--- src/logic/uart_pkg.sv ---
// Shared types and constants for the UART subsystem
package uart_pkg;

    //////////////////////////////////////////////////
    // Data types
    //////////////////////////////////////////////////

    // One serial data byte
    typedef logic [7:0] byte_t;

    // Oversample tick counter within one bit
    typedef logic [3:0] os_count_t;

    //////////////////////////////////////////////////
    // Frame constants
    //////////////////////////////////////////////////

    // Ticks per bit period
    localparam int oversample_ticks = 16;

    // Data bits per frame, no parity
    localparam int data_bits = 8;

    // Frame phase of both serial engines
    typedef enum logic [1:0]
    {
        idle,
        start,
        data,
        stop
    } serial_state_t;

endpackage
--- src/logic/uart_top.sv ---
`timescale 1ns/100ps

// UART subsystem top
// Byte streams in and out, serial line on tx and rx
module uart_top
#(
    parameter int addr_width = 3,
    parameter int dvsr       = 3
)
(
    input  logic            clk,
    input  logic            reset,
    input  uart_pkg::byte_t in_data,
    input  logic            in_valid,
    output logic            in_ready,
    output uart_pkg::byte_t out_data,
    output logic            out_valid,
    input  logic            out_ready,
    input  logic            rx,
    output logic            tx,
    output logic            frame_error
);
    logic            tick;
    uart_pkg::byte_t tx_fifo_data;
    logic            tx_fifo_valid;
    logic            tx_fifo_ready;
    uart_pkg::byte_t rx_data;
    logic            rx_push;

    // Shared oversample tick
    baud_gen #(.dvsr(dvsr)) baud (
        .clk   (clk),
        .reset (reset),
        .tick  (tick)
    );

    //////////////////////////////////////////////////
    // Transmit path
    //////////////////////////////////////////////////

    fifo_buffer #(.addr_width(addr_width)) tx_fifo (
        .clk        (clk),
        .reset      (reset),
        .push_data  (in_data),
        .push_valid (in_valid),
        .push_ready (in_ready),
        .pop_data   (tx_fifo_data),
        .pop_valid  (tx_fifo_valid),
        .pop_ready  (tx_fifo_ready)
    );

    uart_tx transmitter (
        .clk   (clk),
        .reset (reset),
        .tick  (tick),
        .data  (tx_fifo_data),
        .valid (tx_fifo_valid),
        .ready (tx_fifo_ready),
        .tx    (tx)
    );

    //////////////////////////////////////////////////
    // Receive path
    //////////////////////////////////////////////////

    uart_rx receiver (
        .clk         (clk),
        .reset       (reset),
        .tick        (tick),
        .rx          (rx),
        .data        (rx_data),
        .push        (rx_push),
        .frame_error (frame_error)
    );

    // No back-pressure on the line, full FIFO drops the byte
    fifo_buffer #(.addr_width(addr_width)) rx_fifo (
        .clk        (clk),
        .reset      (reset),
        .push_data  (rx_data),
        .push_valid (rx_push),
        .push_ready (),
        .pop_data   (out_data),
        .pop_valid  (out_valid),
        .pop_ready  (out_ready)
    );

endmodule

--- src/logic/uart_tx.sv ---
`timescale 1ns/100ps

// 16x oversampling transmitter, 8N1
// Pulls bytes from the transmit FIFO
module uart_tx
(
    input  logic            clk,
    input  logic            reset,
    input  logic            tick,
    input  uart_pkg::byte_t data,
    input  logic            valid,
    output logic            ready,
    output logic            tx
);
    uart_pkg::serial_state_t state;
    uart_pkg::os_count_t     tick_cnt;
    logic [2:0]              bit_cnt;
    uart_pkg::byte_t         shift_reg;
    logic                    bit_done;

    // Take the head byte only while idle
    assign ready = (state == uart_pkg::idle) && valid;

    // Last tick of the current bit
    assign bit_done = tick && (tick_cnt == uart_pkg::os_count_t'(uart_pkg::oversample_ticks - 1));

    //////////////////////////////////////////////////
    // Frame FSM and line driver
    //////////////////////////////////////////////////

    always_ff @(posedge clk or posedge reset)
    begin
        if (reset)
        begin
            state    <= uart_pkg::idle;
            tick_cnt <= '0;
            bit_cnt  <= '0;
            tx       <= 1'b1;
        end
        else
        begin
            if (tick)
            begin
                tick_cnt <= tick_cnt + 1'b1;
            end
            case (state)
                uart_pkg::idle:
                begin
                    tx <= 1'b1;
                    if (valid)
                    begin
                        state    <= uart_pkg::start;
                        tick_cnt <= '0;
                        tx       <= 1'b0;
                    end
                end
                uart_pkg::start:
                begin
                    if (bit_done)
                    begin
                        state   <= uart_pkg::data;
                        bit_cnt <= '0;
                        tx      <= shift_reg[0];
                    end
                end
                uart_pkg::data:
                begin
                    if (bit_done)
                    begin
                        bit_cnt <= bit_cnt + 1'b1;
                        if (bit_cnt == 3'(uart_pkg::data_bits - 1))
                        begin
                            state <= uart_pkg::stop;
                            tx    <= 1'b1;
                        end
                        else
                        begin
                            tx <= shift_reg[1];
                        end
                    end
                end
                default:
                begin
                    // Stop bit held high for a full period
                    if (bit_done)
                    begin
                        state <= uart_pkg::idle;
                    end
                end
            endcase
        end
    end

    // Load on accept, shift LSB first
    always_ff @(posedge clk)
    begin
        if (ready)
        begin
            shift_reg <= data;
        end
        else if (state == uart_pkg::data && bit_done)
        begin
            shift_reg <= {1'b0, shift_reg[7:1]};
        end
    end

endmodule

--- src/logic/uart_rx.sv ---
`timescale 1ns/100ps

// 16x oversampling receiver, 8N1
// Samples each bit at its middle
module uart_rx
(
    input  logic            clk,
    input  logic            reset,
    input  logic            tick,
    input  logic            rx,
    output uart_pkg::byte_t data,
    output logic            push,
    output logic            frame_error
);
    uart_pkg::serial_state_t state;
    uart_pkg::os_count_t     tick_cnt;
    logic [2:0]              bit_cnt;
    uart_pkg::byte_t         shift_reg;
    logic                    rx_meta;
    logic                    rx_sync;
    logic                    rx_prev;
    logic                    half_bit;
    logic                    full_bit;
    logic                    stop_sample;

    //////////////////////////////////////////////////
    // Input synchronizer and edge history
    //////////////////////////////////////////////////

    // Line idles high
    always_ff @(posedge clk or posedge reset)
    begin
        if (reset)
        begin
            rx_meta <= 1'b1;
            rx_sync <= 1'b1;
            rx_prev <= 1'b1;
        end
        else
        begin
            rx_meta <= rx;
            rx_sync <= rx_meta;
            rx_prev <= rx_sync;
        end
    end

    // Mid-bit and end-of-bit tick points
    assign half_bit = tick &&
        (tick_cnt == uart_pkg::os_count_t'(uart_pkg::oversample_ticks / 2 - 1));
    assign full_bit = tick &&
        (tick_cnt == uart_pkg::os_count_t'(uart_pkg::oversample_ticks - 1));

    //////////////////////////////////////////////////
    // Frame FSM
    //////////////////////////////////////////////////

    always_ff @(posedge clk or posedge reset)
    begin
        if (reset)
        begin
            state    <= uart_pkg::idle;
            tick_cnt <= '0;
            bit_cnt  <= '0;
        end
        else
        begin
            case (state)
                uart_pkg::idle:
                begin
                    // Falling edge starts the count
                    if (rx_prev && !rx_sync)
                    begin
                        state    <= uart_pkg::start;
                        tick_cnt <= '0;
                    end
                end
                uart_pkg::start:
                begin
                    if (half_bit)
                    begin
                        // Glitch shorter than half a bit goes back to idle
                        state    <= rx_sync ? uart_pkg::idle : uart_pkg::data;
                        tick_cnt <= '0;
                        bit_cnt  <= '0;
                    end
                    else if (tick)
                    begin
                        tick_cnt <= tick_cnt + 1'b1;
                    end
                end
                uart_pkg::data:
                begin
                    if (full_bit)
                    begin
                        tick_cnt <= '0;
                        bit_cnt  <= bit_cnt + 1'b1;
                        if (bit_cnt == 3'(uart_pkg::data_bits - 1))
                        begin
                            state <= uart_pkg::stop;
                        end
                    end
                    else if (tick)
                    begin
                        tick_cnt <= tick_cnt + 1'b1;
                    end
                end
                default:
                begin
                    // Stop bit, return to idle at its middle
                    if (full_bit)
                    begin
                        state    <= uart_pkg::idle;
                        tick_cnt <= '0;
                    end
                    else if (tick)
                    begin
                        tick_cnt <= tick_cnt + 1'b1;
                    end
                end
            endcase
        end
    end

    // LSB arrives first, shifts in from the top
    always_ff @(posedge clk)
    begin
        if (state == uart_pkg::data && full_bit)
        begin
            shift_reg <= {rx_sync, shift_reg[7:1]};
        end
    end

    // Stop bit decides push or error
    assign stop_sample = (state == uart_pkg::stop) && full_bit;
    assign push        = stop_sample && rx_sync;
    assign frame_error = stop_sample && !rx_sync;
    assign data        = shift_reg;

    //////////////////////////////////////////////////
    // Checks
    //////////////////////////////////////////////////

    // A frame ends in exactly one outcome
    one_outcome: assert property (@(posedge clk) disable iff (reset)
        !(push && frame_error));

endmodule

--- src/logic/fifo_buffer.sv ---
`timescale 1ns/100ps

// Fall-through FIFO with valid/ready on both sides
module fifo_buffer
#(
    parameter int addr_width = 3
)
(
    input  logic            clk,
    input  logic            reset,
    input  uart_pkg::byte_t push_data,
    input  logic            push_valid,
    output logic            push_ready,
    output uart_pkg::byte_t pop_data,
    output logic            pop_valid,
    input  logic            pop_ready
);
    logic                  full;
    logic                  empty;
    logic                  push_accept;
    logic [addr_width-1:0] w_addr;
    logic [addr_width-1:0] r_addr;

    // Write only lands when there is room
    assign push_accept = push_valid & ~full;

    fifo_ctrl #(.addr_width(addr_width)) ctrl (
        .clk    (clk),
        .reset  (reset),
        .wr     (push_accept),
        .rd     (pop_ready),
        .full   (full),
        .empty  (empty),
        .w_addr (w_addr),
        .r_addr (r_addr)
    );

    fifo_reg_file #(.addr_width(addr_width)) regs (
        .clk    (clk),
        .wr_en  (push_accept),
        .w_addr (w_addr),
        .r_addr (r_addr),
        .w_data (push_data),
        .r_data (pop_data)
    );

    // Flags map straight onto the handshakes
    assign push_ready = ~full;
    assign pop_valid  = ~empty;

endmodule

--- src/logic/fifo_reg_file.sv ---
`timescale 1ns/100ps

// FIFO storage array
// Synchronous write, combinational read
module fifo_reg_file
#(
    parameter int addr_width = 3
)
(
    input  logic                  clk,
    input  logic                  wr_en,
    input  logic [addr_width-1:0] w_addr,
    input  logic [addr_width-1:0] r_addr,
    input  uart_pkg::byte_t       w_data,
    output uart_pkg::byte_t       r_data
);
    // One entry per pointer value
    uart_pkg::byte_t mem [2**addr_width];

    always_ff @(posedge clk)
    begin
        if (wr_en)
        begin
            mem[w_addr] <= w_data;
        end
    end

    // Head entry visible without a read strobe
    assign r_data = mem[r_addr];

endmodule

--- src/logic/fifo_ctrl.sv ---
`timescale 1ns/100ps

// Pointer and flag controller
// First word falls through, head is always at r_addr
module fifo_ctrl
#(
    parameter int addr_width = 3
)
(
    input  logic                  clk,
    input  logic                  reset,
    input  logic                  wr,
    input  logic                  rd,
    output logic                  full,
    output logic                  empty,
    output logic [addr_width-1:0] w_addr,
    output logic [addr_width-1:0] r_addr
);
    logic [addr_width-1:0] wr_ptr;
    logic [addr_width-1:0] wr_ptr_next;
    logic [addr_width-1:0] wr_ptr_succ;
    logic [addr_width-1:0] rd_ptr;
    logic [addr_width-1:0] rd_ptr_next;
    logic [addr_width-1:0] rd_ptr_succ;
    logic                  full_next;
    logic                  empty_next;

    //////////////////////////////////////////////////
    // State registers
    //////////////////////////////////////////////////

    always_ff @(posedge clk or posedge reset)
    begin
        if (reset)
        begin
            wr_ptr <= '0;
            rd_ptr <= '0;
            full   <= 1'b0;
            empty  <= 1'b1;
        end
        else
        begin
            wr_ptr <= wr_ptr_next;
            rd_ptr <= rd_ptr_next;
            full   <= full_next;
            empty  <= empty_next;
        end
    end

    // Pointers wrap naturally at 2**addr_width
    assign wr_ptr_succ = wr_ptr + 1'b1;
    assign rd_ptr_succ = rd_ptr + 1'b1;

    //////////////////////////////////////////////////
    // Next state on the request pair
    //////////////////////////////////////////////////

    always_comb
    begin
        // Hold by default
        wr_ptr_next = wr_ptr;
        rd_ptr_next = rd_ptr;
        full_next   = full;
        empty_next  = empty;
        case ({wr, rd})
            // Read only
            2'b01:
            begin
                if (!empty)
                begin
                    rd_ptr_next = rd_ptr_succ;
                    full_next   = 1'b0;
                    empty_next  = (rd_ptr_succ == wr_ptr);
                end
            end
            // Write only
            2'b10:
            begin
                if (!full)
                begin
                    wr_ptr_next = wr_ptr_succ;
                    empty_next  = 1'b0;
                    full_next   = (wr_ptr_succ == rd_ptr);
                end
            end
            // Both at once
            2'b11:
            begin
                if (empty)
                begin
                    // Nothing to read yet, so just the write
                    wr_ptr_next = wr_ptr_succ;
                    empty_next  = 1'b0;
                    full_next   = (wr_ptr_succ == rd_ptr);
                end
                else
                begin
                    // Occupancy unchanged, flags hold even when full
                    wr_ptr_next = wr_ptr_succ;
                    rd_ptr_next = rd_ptr_succ;
                end
            end
            default:
            begin
            end
        endcase
    end

    assign w_addr = wr_ptr;
    assign r_addr = rd_ptr;

    //////////////////////////////////////////////////
    // Checks
    //////////////////////////////////////////////////

    // Flags never claim full and empty together
    flags_exclusive: assert property (@(posedge clk) disable iff (reset)
        !(full && empty));

    // Head stays put across any cycle that starts empty
    head_holds_when_empty: assert property (@(posedge clk) disable iff (reset)
        empty |=> $stable(rd_ptr));

endmodule

--- src/logic/baud_gen.sv ---
`timescale 1ns/100ps

// Oversample tick generator
// Divides clk by dvsr+1
module baud_gen
#(
    parameter int dvsr = 3
)
(
    input  logic clk,
    input  logic reset,
    output logic tick
);
    // Wide enough to hold dvsr
    localparam int cnt_width = (dvsr > 0) ? $clog2(dvsr + 1) : 1;

    logic [cnt_width-1:0] count;

    // Free-running count from 0 to dvsr
    always_ff @(posedge clk or posedge reset)
    begin
        if (reset)
        begin
            count <= '0;
        end
        else if (count == cnt_width'(dvsr))
        begin
            count <= '0;
        end
        else
        begin
            count <= count + 1'b1;
        end
    end

    // One-clock pulse at the wrap
    assign tick = (count == cnt_width'(dvsr));

endmodule

--- config.mk ---
export PLATFORM = sky130hd
export DESIGN_NAME = uart_top
export DESIGN_NICKNAME = d
export VERILOG_FILES = /design/src/logic/uart_pkg.sv /design/src/logic/uart_top.sv /design/src/logic/uart_tx.sv /design/src/logic/uart_rx.sv /design/src/logic/fifo_buffer.sv /design/src/logic/fifo_reg_file.sv /design/src/logic/fifo_ctrl.sv /design/src/logic/baud_gen.sv
export SDC_FILE = /design/constraint.sdc
export NUM_CORES = 1
export LEC_CHECK = 0
export ABC_CLOCK_PERIOD_IN_PS = 3200
export BUFFER_PORTS_ARGS = -buffer_cell sky130_fd_sc_hd__buf_2
export CAP_MARGIN = 20
export CORE_UTILIZATION = 62
export DETAILED_ROUTE_END_ITERATION = 6
export GPL_TIMING_DRIVEN = 1
export PLACE_DENSITY = 0.79
export SYNTH_ARGS = -nofsm -noshare
export SYNTH_HDL_FRONTEND = slang
export SYNTH_SLANG_ARGS = --single-unit
--- constraint.sdc ---
create_clock -name clk -period 3.2 [get_ports clk]
set_input_delay 0.16 -clock clk [delete_from_list [all_inputs] [get_ports clk]]
set_output_delay 0.16 -clock clk [all_outputs]
set_load 0.01 [all_outputs]
==> summary.md <==
| Metric | Value |
|---|---|
| Final clock skew | 0.007339 ns |
| Internal power summed over all cells | 4.540 mW |
| Initial Utilization | 64.14% |
| Ordered list of cells on the worst path | mux4_1 > mux2_4 > buf_2 |
| Post-synthesis sequential area ratio | 68.37% |
| Number of clock sinks seen by CTS | 184 |
| Critical path endpoint | out_data[7] |
| Maximum count of clock buffers along a single path | 2 |
| Max-cap violations | 0 |
| Net count, final | 563 |
| Clock input transition at the sequential cells of the worst setup and hold paths | 0.06 ns |
| Share of post-route cells with drive strength above 1 | 18.01% |
| Number of nets produced by synthesis | 519 |
| Inserted Diodes | 0 |
| Area growth from synthesis to layout | 12.38% |
| Core outline area | 12160 um2 |
| Largest cells by area after synthesis | edfxtp_1 (55%), dfrtp_1 (11%), mux2i_1 (4.1%) |
| Pin count of the biggest net entering global routing | 40 |
| All-layer global routing usage | 24.23% |
| Smallest hold slack | 0.01606 ns |
| Slew Viols, Final | 0 |
| Fill cell total of the finished layout | 760 |
| CTS H-tree lvls | 4 |
| Sw Share | 28.79% |
| Setup violations, final | 0 |
| Aggregate global routing overflow | 0 |
| DRC violations left | 0 |
| Master of the slowest instance on the critical path | dfrtp_1 |
| Reg2reg start | receiver.tick_cnt[0] |
| Setup slack of the critical path after layout | 0.8426 ns |
| I/O Buffers | 24 |
| Min Tclk post-route | 2.357 ns |
| Measured slew at the worst slew-check pin | 1.011 ns |
| Category of the worst setup path capture point | output pin |
| Post-DP HPWL | 9104 um |
| Cell taking the most area after synthesis | edfxtp_1 |
| Gate power share | 21.2% |
| RSZ-0062 raised after global routing | false |
| Critical path depth in cells | 3 |
| Top Family by Delay on Critical Path | flip-flops |
| Warning count from the yosys run | 0 |
| Crit path required time | 3.04 ns |
| Post-synthesis instance area | 7800 um2 |
| Power dissipated by switching net loads | 1.836 mW |
| Setup Slack @ Placement | 0.9861 ns |
| Area of the die | 13030 um2 |
| Number of placement rows | 40 |
| Hold Path Class | primary input to flip-flop |
| Initial antenna violation count | 0 |
| Source of the critical timing path | rx_fifo.ctrl.r_addr[1] |
| Clock buffers created by TritonCTS | 17 |
| R2r endpoint | rx_fifo.regs.mem[0][4] |
| Post-synthesis cell type count | 51 |
| Number of cells produced by synthesis | 487 |
| Startpoint Class | flip-flop |
| Final Power | 6.376 mW |
| Regs by FF count | rx_fifo.regs.mem x64, tx_fifo.regs.mem x64 |
| EDFF count, synth | 144 |
| Status | complete, no violations |
| Area share of the leading cell type in the synthesized netlist | 55.44% |
| CTS tree | done |
| Clock power share | 31.3% |
| Y dimension of the die | 114.2 um |
| Global placer's final weighted congestion | 0.7818 |
| Setup TNS | 0 ns |
| Max rail drop VDD | 0.6008 mV |
| Die span in x | 114.2 um |
| Final Routed Wirelength | 14100 um |
| Slowest Stage Delay on Critical Path | 0.88 ns |
| Fmax | 0.4242 GHz |
| Most instantiated flip-flop cell in the synthesis netlist | edfxtp_1 |
| Arr. time, crit path | 2.20 ns |
| Root Buffer Master | clkbuf_16 |
| Final critical-path share of the clock period | 73.67% |
| Number of hold violations in the final report | 0 |
| Post-synthesis register bit count | 184 |
| Remaining number of nets flagged by the antenna check after routing | 0 |
| Count of TritonRoute iterations in the first routing pass | 4 |
| Syn_area_per_cell | 16.02 um2 |
| Final core utilization | 72.08% |
| IO Pins | 25 |
| Async S/R FF share, synth | 21.74% |
| Power density over the cells | 727.4 nW/um2 |
| Detailed-route wire length per cell | 19.81 um |
| Tightest slew margin relative to the limit | 32.38% |
| Top fanout value on the critical path | 19 |
| Vias/cell | 5.910 |
| Startpoint-to-endpoint class of the critical path | flip-flop to output pin |
| Setup slack, reg-to-reg | 0.98 ns |
| Number of global-route vias before repair | 4292 |
| Worst r2r path cells | 5 |
| Number of DRC markers after the initial detailed-route iteration | 294 |
| Insertion delay to the later sink of the worst-skew pair | 0.43 ns |
| Sequential group share of total power | 47.5% |
| Lkg Pwr | 3.280 nW |
| Routed vias | 4208 |
| First-pass GRT wire length | 22700 um |
| CP Buf/Inv Count | 1 |
## metal layers
metal / up-vias / wire length, um / part of all wire (%) / global-route usage (%)
met3: 18 / 501 / 3.6 / 5.506
met4: 0 / 214 / 1.5 / 9.524
met2: 107 / 7429 / 53 / 40.93
met1: 2136 / 5958 / 42 / 30.70
li1: 1947 / - / - / -
met5: - / 0 / 0 / 0
## worst min path at each step
stage	from	to	cells past startpoint
2_1_floorplan	rx	receiver.rx_meta	0
3_3_place_gp	reset	rx_fifo.ctrl.r_addr[0]	2
3_5_place_dp	reset	rx_fifo.ctrl.r_addr[0]	2
4_1_cts	in_data[2]	tx_fifo.regs.mem[1][2]	1
5_1_grt	in_data[2]	tx_fifo.regs.mem[1][2]	1
6_report	in_data[2]	tx_fifo.regs.mem[2][2]	1
## synthesized netlist by cell type (all sizes together) (2+ instances only)
cell,count
inv,14
a21oi,3
ha,19
nor4,4
o21ai,13
nor2,27
nand4,4
xnor2,13
dfrtp,34
mux2,12
or3,3
a22oi,17
o2bb2ai,2
nor2b,8
edfxtp,144
and2,2
o21bai,2
xor2,11
a22o,3
buf,13
a31oi,3
mux4,18
nor4b,4
nand2,36
nand2b,5
mux2i,32
dfstp,6
clkbuf,8
nand3,14
## timing repair
action,CTS,global route
resized for setup,0,0
endpoints found under the hold margin,76,0
setup buffers,0,0
hold buffers,8,0
## stage by stage
step | area, um2 | cells
after global routing | 8766 | 712
after CTS | 8766 | 712
after global placement | 8124 | 672
final | 8766 | 712
after detailed placement | 8124 | 672
after floorplan | 7800 | 487
## worst register-to-register path, cell delays in order (launching register included)
cell and delay, ns:
dfrtp_1 0.39, ha_1 0.27, nand3_2 0.15, or3_1 0.45, nor4_1 0.40, buf_4 0.27
## power groups by stage
stage	registers, mW	clock network [mW]	logic, mW
6_report	3.03	2.00	1.35
5_1_grt	3.06	2.12	1.49
4_1_cts	3.03	2.02	1.35
3_5_place_dp	3.07	0	1.33
3_3_place_gp	3.05	0	1.28
2_1_floorplan	2.95	0	1.10
## kinds of logic after synthesis
logic type	share of synthesized area (%)
multiplexers	11.81
AND/OR/NAND/NOR	7.347
adder cells (fa/ha/maj)	3.048
buffers and inverters	2.262
XOR/XNOR	2.695
AO/OA/AOI/OAI	4.476
flip-flops	68.37
## placed cells by master, fill, tap and decap left out, drive strengths merged, types with 2 or more instances in the layout
cell type | netlist | final
nor4b | 4 | 4
and2 | 2 | 2
nand4 | 4 | 4
dfrtp | 34 | 34
inv | 14 | 16
nor2 | 27 | 27
xor2 | 11 | 11
nor2b | 8 | 8
clkbuf | 8 | 20
nand3 | 14 | 14
xnor2 | 13 | 13
mux4 | 18 | 18
o21bai | 2 | 2
mux2 | 12 | 12
nand2b | 5 | 5
or3 | 3 | 3
o21ai | 13 | 13
mux2i | 32 | 32
ha | 19 | 19
a31oi | 3 | 3
nand2 | 36 | 36
o2bb2ai | 2 | 2
a22oi | 17 | 17
dfstp | 6 | 6
buf | 13 | 38
dlygate4sd3 | 0 | 8
edfxtp | 144 | 144
bufinv | 0 | 2
clkinv | 0 | 7
a21oi | 3 | 3
nor4 | 4 | 4
a22o | 3 | 3
## layout make-up
cell class | count | area [um2] | share of cell area, %
flip-flops and latches | 184 | 5333 | 60.83
multi-input cells | 268 | 2291 | 26.13
clock buffers | 20 | 436.7 | 4.981
repair buffers | 46 | 317.8 | 3.625
well taps | 168 | 210.2 | 2.398
clock inverters | 12 | 125.1 | 1.427
inverters | 14 | 52.55 | 0.5995
(Power assumes the default switching activity.)
